===== src/logic/mdu_pkg.sv =====
// --------------------
// Shared definitions for the APB multiply/divide coprocessor.
// Widths, opcodes, register map and the decoded request struct.
// Modules import it with a wildcard inside their body.
// --------------------
package mdu_pkg;

    // --------------------
    // Widths
    // --------------------
    localparam int XLEN       = 32;
    localparam int MUL_UNROLL = 4;                  // Multiplier bits per cycle
    localparam int MUL_STEPS  = XLEN / MUL_UNROLL;  // Multiplier iterations

    // --------------------
    // APB register map
    // --------------------
    localparam logic [4:0] ADDR_OPA    = 5'h00;   // First operand
    localparam logic [4:0] ADDR_OPB    = 5'h04;   // Second operand
    localparam logic [4:0] ADDR_CTRL   = 5'h08;   // Opcode, abort
    localparam logic [4:0] ADDR_STATUS = 5'h0C;   // Bit 0 busy, bit 1 done
    localparam logic [4:0] ADDR_RESULT = 5'h10;   // Stalls while busy

    // Writing 1 here flushes the unit instead of starting it
    localparam int CTRL_ABORT_BIT = 8;

    // Opcode in CTRL[2:0], same order as the M extension funct3
    typedef enum logic [2:0] {
        OP_MUL    = 3'd0,
        OP_MULH   = 3'd1,
        OP_MULHSU = 3'd2,
        OP_MULHU  = 3'd3,
        OP_DIV    = 3'd4,
        OP_DIVU   = 3'd5,
        OP_REM    = 3'd6,
        OP_REMU   = 3'd7
    } mdu_op_e;

    // --------------------
    // Decoded request
    // --------------------
    // Held stable by the decoder from one start to the next, so the
    // execute units and the result stage may read it at any time
    typedef struct packed {
        logic            is_div;      // Divide or remainder
        logic            hi;          // Upper product half
        logic            lhs_signed;  // opa is signed
        logic            rhs_signed;  // opb is signed
        logic            is_rem;      // Remainder, not quotient
        logic [XLEN-1:0] opa;
        logic [XLEN-1:0] opb;
    } mdu_req_t;

endpackage

===== src/logic/mdu_top.sv =====
// --------------------
// Top level of the APB multiply/divide coprocessor.
// Connects the bus decoder, both execute units and the result stage.
// --------------------
`timescale 1ns/10ps

module mdu_top (
    input  logic                     g_clk,
    input  logic                     rst,
    input  logic                     psel,
    input  logic                     penable,
    input  logic                     pwrite,
    input  logic [4:0]               paddr,
    input  logic [mdu_pkg::XLEN-1:0] pwdata,
    output logic [mdu_pkg::XLEN-1:0] prdata,
    output logic                     pready,
    output logic                     pslverr
);
    import mdu_pkg::*;

    mdu_req_t          req;
    logic              start;
    logic              flush;
    logic              mul_valid;
    logic [2*XLEN-1:0] product;
    logic              div_valid;
    logic [XLEN-1:0]   quotient;
    logic [XLEN-1:0]   remainder;
    logic              done;
    logic [XLEN-1:0]   result;

    mdu_decode i_decode (
        .g_clk, .rst, .psel, .penable, .pwrite, .paddr, .pwdata,
        .done, .result, .prdata, .pready, .pslverr, .start, .flush, .req
    );

    // Both units see every start and pick by req.is_div
    mdu_mul_iter i_mul (
        .g_clk, .rst, .flush, .start, .req, .mul_valid, .product
    );

    mdu_div_iter i_div (
        .g_clk, .rst, .flush, .start, .req, .div_valid, .quotient, .remainder
    );

    mdu_result i_result (
        .g_clk, .rst, .flush, .start, .req, .mul_valid, .product,
        .div_valid, .quotient, .remainder, .done, .result
    );

endmodule


===== src/logic/mdu_result.sv =====
// --------------------
// Result stage. Picks the product half or the quotient/remainder,
// restores the RISC-V sign rules and registers the value with done.
// --------------------
`timescale 1ns/10ps

module mdu_result (
    input  logic                       g_clk,
    input  logic                       rst,
    input  logic                       flush,
    input  logic                       start,
    input  mdu_pkg::mdu_req_t          req,
    input  logic                       mul_valid,
    input  logic [2*mdu_pkg::XLEN-1:0] product,
    input  logic                       div_valid,
    input  logic [mdu_pkg::XLEN-1:0]   quotient,
    input  logic [mdu_pkg::XLEN-1:0]   remainder,
    output logic                       done,
    output logic [mdu_pkg::XLEN-1:0]   result
);
    import mdu_pkg::*;

    logic            lhs_neg;
    logic            rhs_neg;
    logic            q_neg;
    logic [XLEN-1:0] mul_sel;
    logic [XLEN-1:0] div_sel;

    assign lhs_neg = req.lhs_signed && req.opa[XLEN-1];
    assign rhs_neg = req.rhs_signed && req.opb[XLEN-1];

    // Divide by zero keeps the all-ones quotient unsigned
    assign q_neg = (lhs_neg != rhs_neg) && (|req.opb);

    assign mul_sel = req.hi ? product[2*XLEN-1:XLEN] : product[XLEN-1:0];

    always_comb begin
        if (req.is_rem) begin
            div_sel = lhs_neg ? -remainder : remainder;   // Follows dividend sign
        end else begin
            div_sel = q_neg ? -quotient : quotient;
        end
    end

    // --------------------
    // Output register
    // --------------------
    always_ff @(posedge g_clk) begin
        if (rst) begin
            done   <= 1'b0;
            result <= '0;
        end else begin
            if (flush || start) begin
                done <= 1'b0;
            end else if (mul_valid || div_valid) begin
                done <= 1'b1;
            end
            if (mul_valid) begin
                result <= mul_sel;
            end else if (div_valid) begin
                result <= div_sel;
            end
        end
    end

endmodule


===== src/logic/mdu_div_iter.sv =====
// --------------------
// Iterative restoring divider on operand magnitudes.
// One quotient bit per cycle, XLEN steps; div_valid is a registered
// pulse with the unsigned quotient and remainder alongside.
// --------------------
`timescale 1ns/10ps

module mdu_div_iter (
    input  logic                     g_clk,
    input  logic                     rst,
    input  logic                     flush,
    input  logic                     start,
    input  mdu_pkg::mdu_req_t        req,
    output logic                     div_valid,
    output logic [mdu_pkg::XLEN-1:0] quotient,
    output logic [mdu_pkg::XLEN-1:0] remainder
);
    import mdu_pkg::*;

    logic                    running;
    logic [$clog2(XLEN)-1:0] bit_idx;   // Quotient bit being resolved
    logic [2*XLEN-1:0]       divisor;   // Shifted divisor magnitude
    logic [XLEN-1:0]         rem_q;     // Partial remainder
    logic [XLEN-1:0]         quot_q;
    logic [XLEN-1:0]         opa_mag;
    logic [XLEN-1:0]         opb_mag;
    logic                    fits;
    logic                    last_step;
    logic                    go;

    assign go        = start && req.is_div;
    assign last_step = running && (bit_idx == '0);

    // Magnitudes; the most negative value maps onto itself as unsigned
    assign opa_mag = (req.lhs_signed && req.opa[XLEN-1]) ? -req.opa : req.opa;
    assign opb_mag = (req.rhs_signed && req.opb[XLEN-1]) ? -req.opb : req.opb;

    // Zero divisor always fits, so the quotient fills with ones
    assign fits = divisor <= {{XLEN{1'b0}}, rem_q};

    // --------------------
    // Control
    // --------------------
    always_ff @(posedge g_clk) begin
        if (rst || flush) begin
            running   <= 1'b0;
            bit_idx   <= '0;
            div_valid <= 1'b0;
        end else begin
            div_valid <= last_step;
            if (go) begin
                running <= 1'b1;
                bit_idx <= '1;          // XLEN-1, MSB first
            end else if (running) begin
                running <= !last_step;
                bit_idx <= bit_idx - 1'b1;
            end
        end
    end

    // Compare and subtract
    always_ff @(posedge g_clk) begin
        if (go) begin
            rem_q   <= opa_mag;
            divisor <= {{XLEN{1'b0}}, opb_mag} << (XLEN - 1);
            quot_q  <= '0;
        end else if (running) begin
            divisor <= divisor >> 1;
            quot_q  <= {quot_q[XLEN-2:0], fits};
            if (fits) begin
                rem_q <= rem_q - divisor[XLEN-1:0];
            end
        end
    end

    assign quotient  = quot_q;
    assign remainder = rem_q;

    a_no_restart : assert property (@(posedge g_clk) disable iff (rst)
        go |-> !running);

endmodule


===== src/logic/mdu_mul_iter.sv =====
// --------------------
// Iterative shift-add multiplier, MUL_UNROLL multiplier bits per cycle.
// Produces the full 2*XLEN product; mul_valid and product are
// combinational in the last step cycle.
// --------------------
`timescale 1ns/10ps

module mdu_mul_iter (
    input  logic                       g_clk,
    input  logic                       rst,
    input  logic                       flush,
    input  logic                       start,
    input  mdu_pkg::mdu_req_t          req,
    output logic                       mul_valid,
    output logic [2*mdu_pkg::XLEN-1:0] product
);
    import mdu_pkg::*;

    logic                         running;
    logic [$clog2(MUL_STEPS)-1:0] step;
    logic [XLEN-1:0]              mplier;   // Unretired multiplier bits
    logic [2*XLEN-1:0]            acc;
    logic [2*XLEN-1:0]            n_acc;
    logic                         last_step;
    logic                         go;

    assign go        = start && !req.is_div;
    assign last_step = running && (step == MUL_STEPS - 1);

    // --------------------
    // One unrolled step
    // --------------------
    // The upper half plus one sign bit is added to, then the whole
    // accumulator shifts right one place per multiplier bit
    always_comb begin : mul_step
        logic [XLEN:0] add_l;
        logic [XLEN:0] add_r;
        logic [XLEN:0] sum;
        logic          do_sub;
        n_acc = acc;
        for (int i = 0; i < MUL_UNROLL; i++) begin
            // Signed multiplier MSB carries negative weight
            do_sub = last_step && (i == MUL_UNROLL - 1) && req.rhs_signed;
            add_l  = {req.lhs_signed & n_acc[2*XLEN-1], n_acc[2*XLEN-1:XLEN]};
            add_r  = mplier[i] ? {req.lhs_signed & req.opa[XLEN-1], req.opa} : '0;
            if (do_sub) begin
                add_r = ~add_r;
            end
            sum    = add_l + add_r + {{XLEN{1'b0}}, do_sub};
            n_acc  = {sum, n_acc[XLEN-1:1]};
        end
    end

    always_ff @(posedge g_clk) begin
        if (rst || flush) begin
            running <= 1'b0;
            step    <= '0;
        end else if (go) begin
            running <= 1'b1;
            step    <= '0;
        end else if (running) begin
            running <= !last_step;
            step    <= step + 1'b1;
        end
    end

    always_ff @(posedge g_clk) begin
        if (go) begin
            acc    <= '0;
            mplier <= req.opb;
        end else if (running) begin
            acc    <= n_acc;
            mplier <= mplier >> MUL_UNROLL;
        end
    end

    assign mul_valid = last_step;
    assign product   = n_acc;     // Final value in the valid cycle

    a_valid_pulse : assert property (@(posedge g_clk) disable iff (rst)
        mul_valid |=> !mul_valid);

endmodule


===== src/logic/mdu_decode.sv =====
// --------------------
// APB slave front end of the coprocessor.
// Holds the operand registers, turns a CTRL write into a request plus
// a start or flush pulse, tracks busy and stalls RESULT reads.
// --------------------
`timescale 1ns/10ps

module mdu_decode (
    input  logic                     g_clk,
    input  logic                     rst,
    input  logic                     psel,
    input  logic                     penable,
    input  logic                     pwrite,
    input  logic [4:0]               paddr,
    input  logic [mdu_pkg::XLEN-1:0] pwdata,
    input  logic                     done,
    input  logic [mdu_pkg::XLEN-1:0] result,
    output logic [mdu_pkg::XLEN-1:0] prdata,
    output logic                     pready,
    output logic                     pslverr,
    output logic                     start,
    output logic                     flush,
    output mdu_pkg::mdu_req_t        req
);
    import mdu_pkg::*;

    logic [XLEN-1:0] opa_q;
    logic [XLEN-1:0] opb_q;
    mdu_op_e         op_q;      // Last opcode, read back on CTRL
    mdu_req_t        dec_req;
    logic            busy_q;
    logic            busy;
    logic            active;
    logic            access;
    logic            abort;
    logic            addr_hit;
    logic            ro_addr;
    logic            wr_blocked;
    logic            wr_err;
    logic            wr_ok;

    // --------------------
    // Bus decode
    // --------------------
    assign access = psel && penable;
    assign abort  = pwdata[CTRL_ABORT_BIT];
    assign busy   = busy_q && !done;    // Drops in the cycle done rises
    assign active = busy || start;

    assign addr_hit = (paddr == ADDR_OPA) || (paddr == ADDR_OPB) || (paddr == ADDR_CTRL) ||
                      (paddr == ADDR_STATUS) || (paddr == ADDR_RESULT);
    assign ro_addr  = (paddr == ADDR_STATUS) || (paddr == ADDR_RESULT);

    // Abort is the one CTRL write a running operation accepts
    assign wr_blocked = active && ((paddr == ADDR_OPA) || (paddr == ADDR_OPB) ||
                                   ((paddr == ADDR_CTRL) && !abort));
    assign wr_err     = pwrite && (ro_addr || wr_blocked);

    assign pslverr = access && (!addr_hit || wr_err);
    assign pready  = !(access && !pwrite && (paddr == ADDR_RESULT) && busy);
    assign wr_ok   = access && pwrite && addr_hit && !wr_err;

    // Opcode into request flags
    always_comb begin
        dec_req     = '0;
        dec_req.opa = opa_q;
        dec_req.opb = opb_q;
        case (mdu_op_e'(pwdata[2:0]))
            OP_MUL:    dec_req.hi = 1'b0;
            OP_MULH:   {dec_req.hi, dec_req.lhs_signed, dec_req.rhs_signed} = 3'b111;
            OP_MULHSU: {dec_req.hi, dec_req.lhs_signed} = 2'b11;
            OP_MULHU:  dec_req.hi = 1'b1;
            OP_DIV:    {dec_req.is_div, dec_req.lhs_signed, dec_req.rhs_signed} = 3'b111;
            OP_DIVU:   dec_req.is_div = 1'b1;
            OP_REM: begin
                {dec_req.is_div, dec_req.lhs_signed, dec_req.rhs_signed} = 3'b111;
                dec_req.is_rem = 1'b1;
            end
            default:   {dec_req.is_div, dec_req.is_rem} = 2'b11;   // REMU
        endcase
    end

    // --------------------
    // Control state
    // --------------------
    always_ff @(posedge g_clk) begin
        if (rst) begin
            start  <= 1'b0;
            flush  <= 1'b0;
            busy_q <= 1'b0;
        end else begin
            start <= wr_ok && (paddr == ADDR_CTRL) && !abort;
            flush <= wr_ok && (paddr == ADDR_CTRL) && abort;
            if (flush) begin
                busy_q <= 1'b0;
            end else if (start) begin
                busy_q <= 1'b1;
            end else if (done) begin
                busy_q <= 1'b0;
            end
        end
    end

    // Operands and request
    always_ff @(posedge g_clk) begin
        if (wr_ok && (paddr == ADDR_OPA)) opa_q <= pwdata;
        if (wr_ok && (paddr == ADDR_OPB)) opb_q <= pwdata;
        if (wr_ok && (paddr == ADDR_CTRL) && !abort) begin
            req  <= dec_req;
            op_q <= mdu_op_e'(pwdata[2:0]);
        end
    end

    // Read mux
    always_comb begin
        case (paddr)
            ADDR_OPA:    prdata = opa_q;
            ADDR_OPB:    prdata = opb_q;
            ADDR_CTRL:   prdata = {{(XLEN-3){1'b0}}, op_q};
            ADDR_STATUS: prdata = {{(XLEN-2){1'b0}}, done, busy};
            ADDR_RESULT: prdata = result;
            default:     prdata = '0;
        endcase
    end

    // A second start could only come from a CTRL write slipping past busy
    a_no_start_busy : assert property (@(posedge g_clk) disable iff (rst)
        start |-> !busy_q);

endmodule


===== config.mk =====
export PLATFORM = sky130hd
export DESIGN_NAME = mdu_top
export DESIGN_NICKNAME = d
export VERILOG_FILES = /design/src/logic/mdu_pkg.sv /design/src/logic/mdu_top.sv /design/src/logic/mdu_result.sv /design/src/logic/mdu_div_iter.sv /design/src/logic/mdu_mul_iter.sv /design/src/logic/mdu_decode.sv
export SDC_FILE = /design/constraint.sdc
export NUM_CORES = 1
export LEC_CHECK = 0
export ABC_CLOCK_PERIOD_IN_PS = 9050
export BUFFER_PORTS_ARGS = -buffer_cell sky130_fd_sc_hd__buf_2
export CAP_MARGIN = 20
export CORE_ASPECT_RATIO = 0.8
export CORE_MARGIN = 8
export CORE_UTILIZATION = 25
export CTS_CLUSTER_DIAMETER = 120
export DETAILED_ROUTE_END_ITERATION = 6
export PLACE_DENSITY_LB_ADDON = 0.25
export SKIP_CTS_REPAIR_TIMING = 1
export SKIP_LAST_GASP = 1
export SYNTH_ARGS = -nofsm -noshare
export SYNTH_HDL_FRONTEND = slang
export SYNTH_SLANG_ARGS = --single-unit

===== constraint.sdc =====
create_clock -name g_clk -period 9.05 [get_ports g_clk]
set_clock_uncertainty 0.1 [all_clocks]
set_input_delay 1.3575 -clock g_clk [delete_from_list [all_inputs] [get_ports g_clk]]
set_output_delay 1.3575 -clock g_clk [all_outputs]
set_load 0.03 [all_outputs]

==> flow_metrics.tcl, run 1 <==
set metrics [dict create \
    hold_viol 0 \
    ir_worst_vdd_mv 0.156 \
    syn_inst 3109 \
    status "completed" \
    nets 3385 \
    ant_nets 0 \
    num-fill-cells 12050 \
    coreArea_mm2 0.112 \
    yosysTopAreaCell "edfxtp_1" \
    synthAdderAreaFrac 0.0937 \
    worst_ep_required_time_ns 9.42 \
    rows 110 \
    drtIter0Drc 1958 \
    drv_slew 0 \
    overflow 0 \
    timing.final.ws_setup_ns 0.545 \
    reg2reg_slack_ns 0.55 \
    drive_gt1_frac 0.0769 \
    utilization 0.283 \
    die_w_um 390 \
    ys.flop_type "edfxtp_1" \
    grt_first_pass_wirelength_um 144000 \
    critPathMaxStageDelay_ns 0.41 \
    max_freq_mhz 118 \
    synthSimpleGateAreaFrac 0.165 \
    critical_path_class "reg2reg" \
    fin_setup_tns_ns 0 \
    yosysWarnings 0 \
    dr.pass1.iters 5 \
    cp-start-kind "register" \
    hold_path.class "reg2reg" \
    die_y_um 316 \
    io_buffers 75 \
    setup_viol 0 \
    start_util 0.251 \
    multi_input_area_mm2 0.0167 \
    worstMarginPinSlew_ns 1.18 \
    power_uw 7580 \
    area_growth_pct 12.9 \
    dp_slack_ns 0.258 \
    async_reset_ff_frac 0 \
    maxCapViolations 0 \
    crit_fanout 31 \
    fin_area_mm2 0.0317 \
    period_share 0.940 \
    cts.reportedPaths.clkPinSlew_ns 0.06 \
    grt.total_usage 0.151 \
    clock_latency_ns 0.59 \
    via_count 23190 \
    globalplace.congestion 0.891 \
    min_period_ns 8.50 \
    synth.area.top_cells "edfxtp_1 (25%), dfxtp_1 (12%), ha_1 (9.0%)" \
    clock_sinks 402 \
    yosysUniqueCellTypes 90 \
    viasPerCell 4.95 \
    final_cell_mix "nand2_1 (297), nor2_1 (274), edfxtp_1 (232), ha_1 (202), a21oi_1 (193)" \
    die_area_mm2 0.123 \
    h-tree-depth 2 \
    dpl-instance-area_mm2 0.0302 \
    final_common_cell "nand2_1" \
    endpoint_kind "register" \
    yosysSeqAreaShare 0.370 \
    cp.arrival_ns 8.87 \
    p_leak_uw 0.0125 \
    diodes 0 \
    hpwlAfterDp_um 73300 \
    synth_nets 3358 \
    wirelength_um 97100 \
    syn_area_mm2 0.0280 \
    p_per_area_mw_per_mm2 239 \
    grt_max_degree 76 \
    slew_headroom 0.207 \
    synth-xor-area-share 0.0907 \
    cts_buffer_depth 3 \
    muxShareOfSynthArea 0.0658 \
    ios 76 \
    numCtsBuffers 43 \
    antenna_found_initial 1 \
    grt_pass1_vias 21715 \
    slowest_stage "edfxtp_1" \
    syn_avg_cell_area_um2 9.02 \
    synth_top_area_share 0.248 \
    synth_seq_cells 402 \
    cts_tree "yes" \
    synth_compound_area_frac 0.176 \
    drc 0 \
    synth_top_family_by_area "compound AO/OA/AOI/OAI gates" \
    wire_per_inst_um 20.7 \
    cts_root_buf "clkbuf_16" \
    synth_edf_count 232 \
    regArea_mm2 0.0104 \
]
final timing paths:
check / start / end / cells past startpoint
max: i_mul.mplier[0]$_DFFE_PP_ / i_result.result[31]$_SDFFE_PP0P_ / 39
min: i_decode.opa_q[29]$_DFFE_PP_ / i_decode.req[61]$_DFFE_PP_ / 0
max reg2reg: i_mul.mplier[0]$_DFFE_PP_ / i_result.result[31]$_SDFFE_PP0P_ / 39
min reg2reg: i_decode.opa_q[29]$_DFFE_PP_ / i_decode.req[61]$_DFFE_PP_ / 0
metal layers:
metal / part of all wire / wire length, um / vias to the layer above / GRT usage
met5: 0 / 0 / - / 0
met1: 0.51 / 49900 / 11314 / 0.235
li1: - / - / 11193 / -
met4: 0.021 / 2070 / 0 / 0.0356
met2: 0.41 / 40300 / 585 / 0.221
met3: 0.050 / 4810 / 98 / 0.0172
cell type report:
class                           count  share of cell area
Multi-Input combinational cell   2416               0.527
Sequential cell                   402               0.328
Tap cell                         1512              0.0597
Clock buffer                       63              0.0380
Timing Repair Buffer              124              0.0237
Inverter                          149              0.0177
Clock inverter                     17             0.00616
cells by family (layout without fill, tap and decap cells):
kind of cell,after synthesis,count (layout)
AND/OR/NAND/NOR,968,968
AO/OA/AOI/OAI,768,768
flip-flops,402,402
buffers and inverters,291,353
XOR/XNOR,289,289
adder cells (fa/ha/maj),207,207
multiplexers,184,184
through the flow:
step | instances | hold WS, ns
finish | 4683 | 0.343
global route | 4683 | 0.354
CTS | 4682 | 0.345
detailed placement | 4602 | 0.331
global placement | 4602 | 0.327
floorplan | 3109 | 0.326
cells in the mapped netlist, types with 7 or more instances:
master    instances
a211oi_1         83
a21boi_0          9
a21o_1           92
a21oi_1         194
a221oi_1         12
a31oi_1          21
and2_1          106
and3_1           18
buf_1            26
clkbuf_1        112
dfxtp_1         170
edfxtp_1        232
ha_1            202
inv_1           148
mux2i_1         182
nand2_1         298
nand2b_1         26
nand3_1          63
nand3b_1          9
nand4_1          18
nor2_1          276
nor2b_1          24
nor3_1           43
nor4_1           29
o211ai_1         18
o21a_1           22
o21ai_0         183
o21ai_1           7
o21bai_1         23
o31ai_1          32
o41ai_1          16
or3_1            15
or4_1             9
xnor2_1         182
xor2_1          106
worst max-delay path, delay by kind of cell, from the launching register on:
family / cells / cell delay (ns)
buffers and inverters: 2 / 0.25
flip-flops: 1 / 0.41
AND/OR/NAND/NOR: 5 / 0.56
XOR/XNOR: 5 / 0.84
AO/OA/AOI/OAI: 23 / 4.93
adder cells (fa/ha/maj): 4 / 1.29
sequential cells by signal (all words and copies together), names as in the netlist:
| register | flops |
|---|---|
| i_div.running | 1 |
| i_decode.req | 69 |
| i_decode.op_q | 3 |
| i_div.divisor | 63 |
| i_mul.acc | 60 |
| i_div.quotient | 32 |
| i_div.remainder | 32 |
| i_mul.running | 1 |
| i_div.div_valid | 1 |
| i_mul.mplier | 32 |
| i_decode.flush | 1 |
| i_div.bit_idx | 5 |
| i_mul.step | 3 |
| i_decode.start | 1 |
| i_result.done | 1 |
| i_decode.opb_q | 32 |
| i_decode.busy_q | 1 |
| i_result.result | 32 |
| i_decode.opa_q | 32 |
power breakdown:
part	internal [uW]	leakage (uW)	switching [uW]
logic	1420	0.00839	2300
registers	1980	0.00344	58.4
clock network	1040	0.000676	776
No activity file was read; power rests on OpenSTA's default activity.
==> inputs of run 2 (changes only) <==
--- a/config.mk
+++ b/config.mk
@@ -7,12 +7,12 @@
 export LEC_CHECK = 0
 export ABC_CLOCK_PERIOD_IN_PS = 9050
 export BUFFER_PORTS_ARGS = -buffer_cell sky130_fd_sc_hd__buf_2
-export CAP_MARGIN = 20
 export CORE_ASPECT_RATIO = 0.8
 export CORE_MARGIN = 8
 export CORE_UTILIZATION = 25
 export CTS_CLUSTER_DIAMETER = 120
 export DETAILED_ROUTE_END_ITERATION = 6
+export MAX_ROUTING_LAYER = met4
 export PLACE_DENSITY_LB_ADDON = 0.25
 export SKIP_CTS_REPAIR_TIMING = 1
 export SKIP_LAST_GASP = 1
==> flow_metrics.tcl, run 2 (same netlist as run 1, synthesis figures left out) <==
set metrics [dict create \
    status "completed" \
    min_period_ns 8.55 \
    period_share 0.945 \
    critPathTopFamily "compound AO/OA/AOI/OAI gates" \
    hold_viol 0 \
    regMostFlops "i_decode.req" \
    whs_path_depth 0 \
    slew_headroom 0.198 \
    p_leak_uw 0.0125 \
    clock_latency_ns 0.59 \
    worstMarginPinSlew_ns 1.19 \
    diodes 0 \
    numCtsBuffers 43 \
    die_area_mm2 0.123 \
    die_y_um 316 \
    area_growth_pct 12.9 \
    ir_worst_vdd_mv 0.153 \
    r2r_end "i_result.result[30]$_SDFFE_PP0P_" \
    grt_max_degree 76 \
    clock_sinks 402 \
    drive_gt1_frac 0.0769 \
    max_freq_mhz 117 \
    rr_startpoint "i_mul.mplier[0]$_DFFE_PP_" \
    dr.pass1.iters 6 \
    wire_per_inst_um 20.7 \
    maxCapViolations 0 \
    power_uw 7580 \
    cp-start-kind "register" \
    dp_slack_ns 0.258 \
    hp-start "i_decode.opa_q[29]$_DFFE_PP_" \
    hpwlAfterDp_um 73300 \
    ant_nets 0 \
    drv_slew 0 \
    globalplace.congestion 0.906 \
    worst_ep_required_time_ns 9.45 \
    p_per_area_mw_per_mm2 239 \
    cp.arrival_ns 8.95 \
    cts_root_buf "clkbuf_16" \
    final_common_cell "nand2_1" \
    grt_first_pass_wirelength_um 144000 \
    setup_viol 0 \
    crit_fanout 31 \
    drc 0 \
    cts.reportedPaths.clkPinSlew_ns 0.06 \
    timing.final.ws_setup_ns 0.501 \
    path_buf_inv 2 \
    antenna_found_initial 1 \
    ios 76 \
    via_count 23196 \
    start_util 0.251 \
    largest_reg_flops 69 \
    reg2reg_slack_ns 0.50 \
    overflow 0 \
    coreArea_mm2 0.112 \
    hold_path.class "reg2reg" \
    rr_worst_depth 34 \
    fin_setup_tns_ns 0 \
    critPathMaxStageDelay_ns 0.74 \
    nets 3385 \
    viasPerCell 4.95 \
    cts_tree "yes" \
    reg_top3 "i_decode.req: 69 flops, i_div.divisor: 63 flops, i_mul.acc: 60 flops" \
    num-fill-cells 12050 \
    io_buffers 75 \
    grt.total_usage 0.156 \
    drtIter0Drc 1970 \
    final_cell_mix "nand2_1 (297), nor2_1 (274), edfxtp_1 (232), ha_1 (202), a21oi_1 (193)" \
    slowest_stage "o41ai_1" \
    die_w_um 390 \
    h-tree-depth 2 \
    wirelength_um 97000 \
    min_to "i_decode.req[61]$_DFFE_PP_" \
    endpoint_kind "register" \
    grt_pass1_vias 21689 \
    critical_path_class "reg2reg" \
    crit_top_cell "nand2_1" \
    rows 110 \
    cts_buffer_depth 3 \
]
## run 2: per-stage QoR
| step | hold WS [ns] | instances | util | cell area, um^2 |
|---|---|---|---|---|
| floorplan | 0.326 | 3109 | - | 28000 |
| global placement | 0.327 | 4602 | 0.270 | 30200 |
| detailed placement | 0.331 | 4602 | 0.270 | 30200 |
| CTS | 0.345 | 4682 | 0.282 | 31600 |
| global route | 0.354 | 4683 | 0.283 | 31700 |
| finish | 0.344 | 4683 | 0.283 | 31700 |
## run 2: worst max-delay path by stage
stage	start	to	slack, ns	depth (start not counted)
CTS	i_mul.mplier[0]$_DFFE_PP_	i_mul.acc[63]$_SDFFE_PP0P_	0.19	34
floorplan	i_decode.req[32]$_DFFE_PP_	i_result.result[30]$_SDFFE_PP0P_	1.44	44
global route	i_mul.mplier[0]$_DFFE_PP_	i_mul.acc[63]$_SDFFE_PP0P_	-0.09	38
detailed placement	i_mul.mplier[0]$_DFFE_PP_	i_mul.acc[63]$_SDFFE_PP0P_	0.26	34
global placement	i_mul.mplier[0]$_DFFE_PP_	i_mul.acc[63]$_SDFFE_PP0P_	0.27	34
finish	i_mul.mplier[0]$_DFFE_PP_	i_result.result[30]$_SDFFE_PP0P_	0.50	34
## run 2: where the power goes
part / total [uW] / switching (uW) / internal [uW] / leakage [uW]
logic: 3720 / 2300 / 1420 / 0.00839
registers: 2040 / 58.7 / 1980 / 0.00344
clock network: 1820 / 777 / 1040 / 0.000676
## run 2: layer usage
metal / vias to the layer above / routed length, um / global-route usage
li1: 11187 / - / -
met1: 11305 / 49700 / 0.236
met2: 608 / 40500 / 0.222
met3: 96 / 4730 / 0.0152
met4: 0 / 1960 / 0.0340
met5: - / 0 / -
## run 2: layout make-up
| class | count | area, um^2 | share of cell area |
|---|---|---|---|
| Sequential cell | 402 | 10400 | 0.328 |
| Clock inverter | 17 | 195 | 0.00616 |
| Timing Repair Buffer | 124 | 751 | 0.0237 |
| Inverter | 149 | 559 | 0.0177 |
| Clock buffer | 63 | 1200 | 0.0380 |
| Multi-Input combinational cell | 2416 | 16700 | 0.527 |
| Tap cell | 1512 | 1890 | 0.0597 |
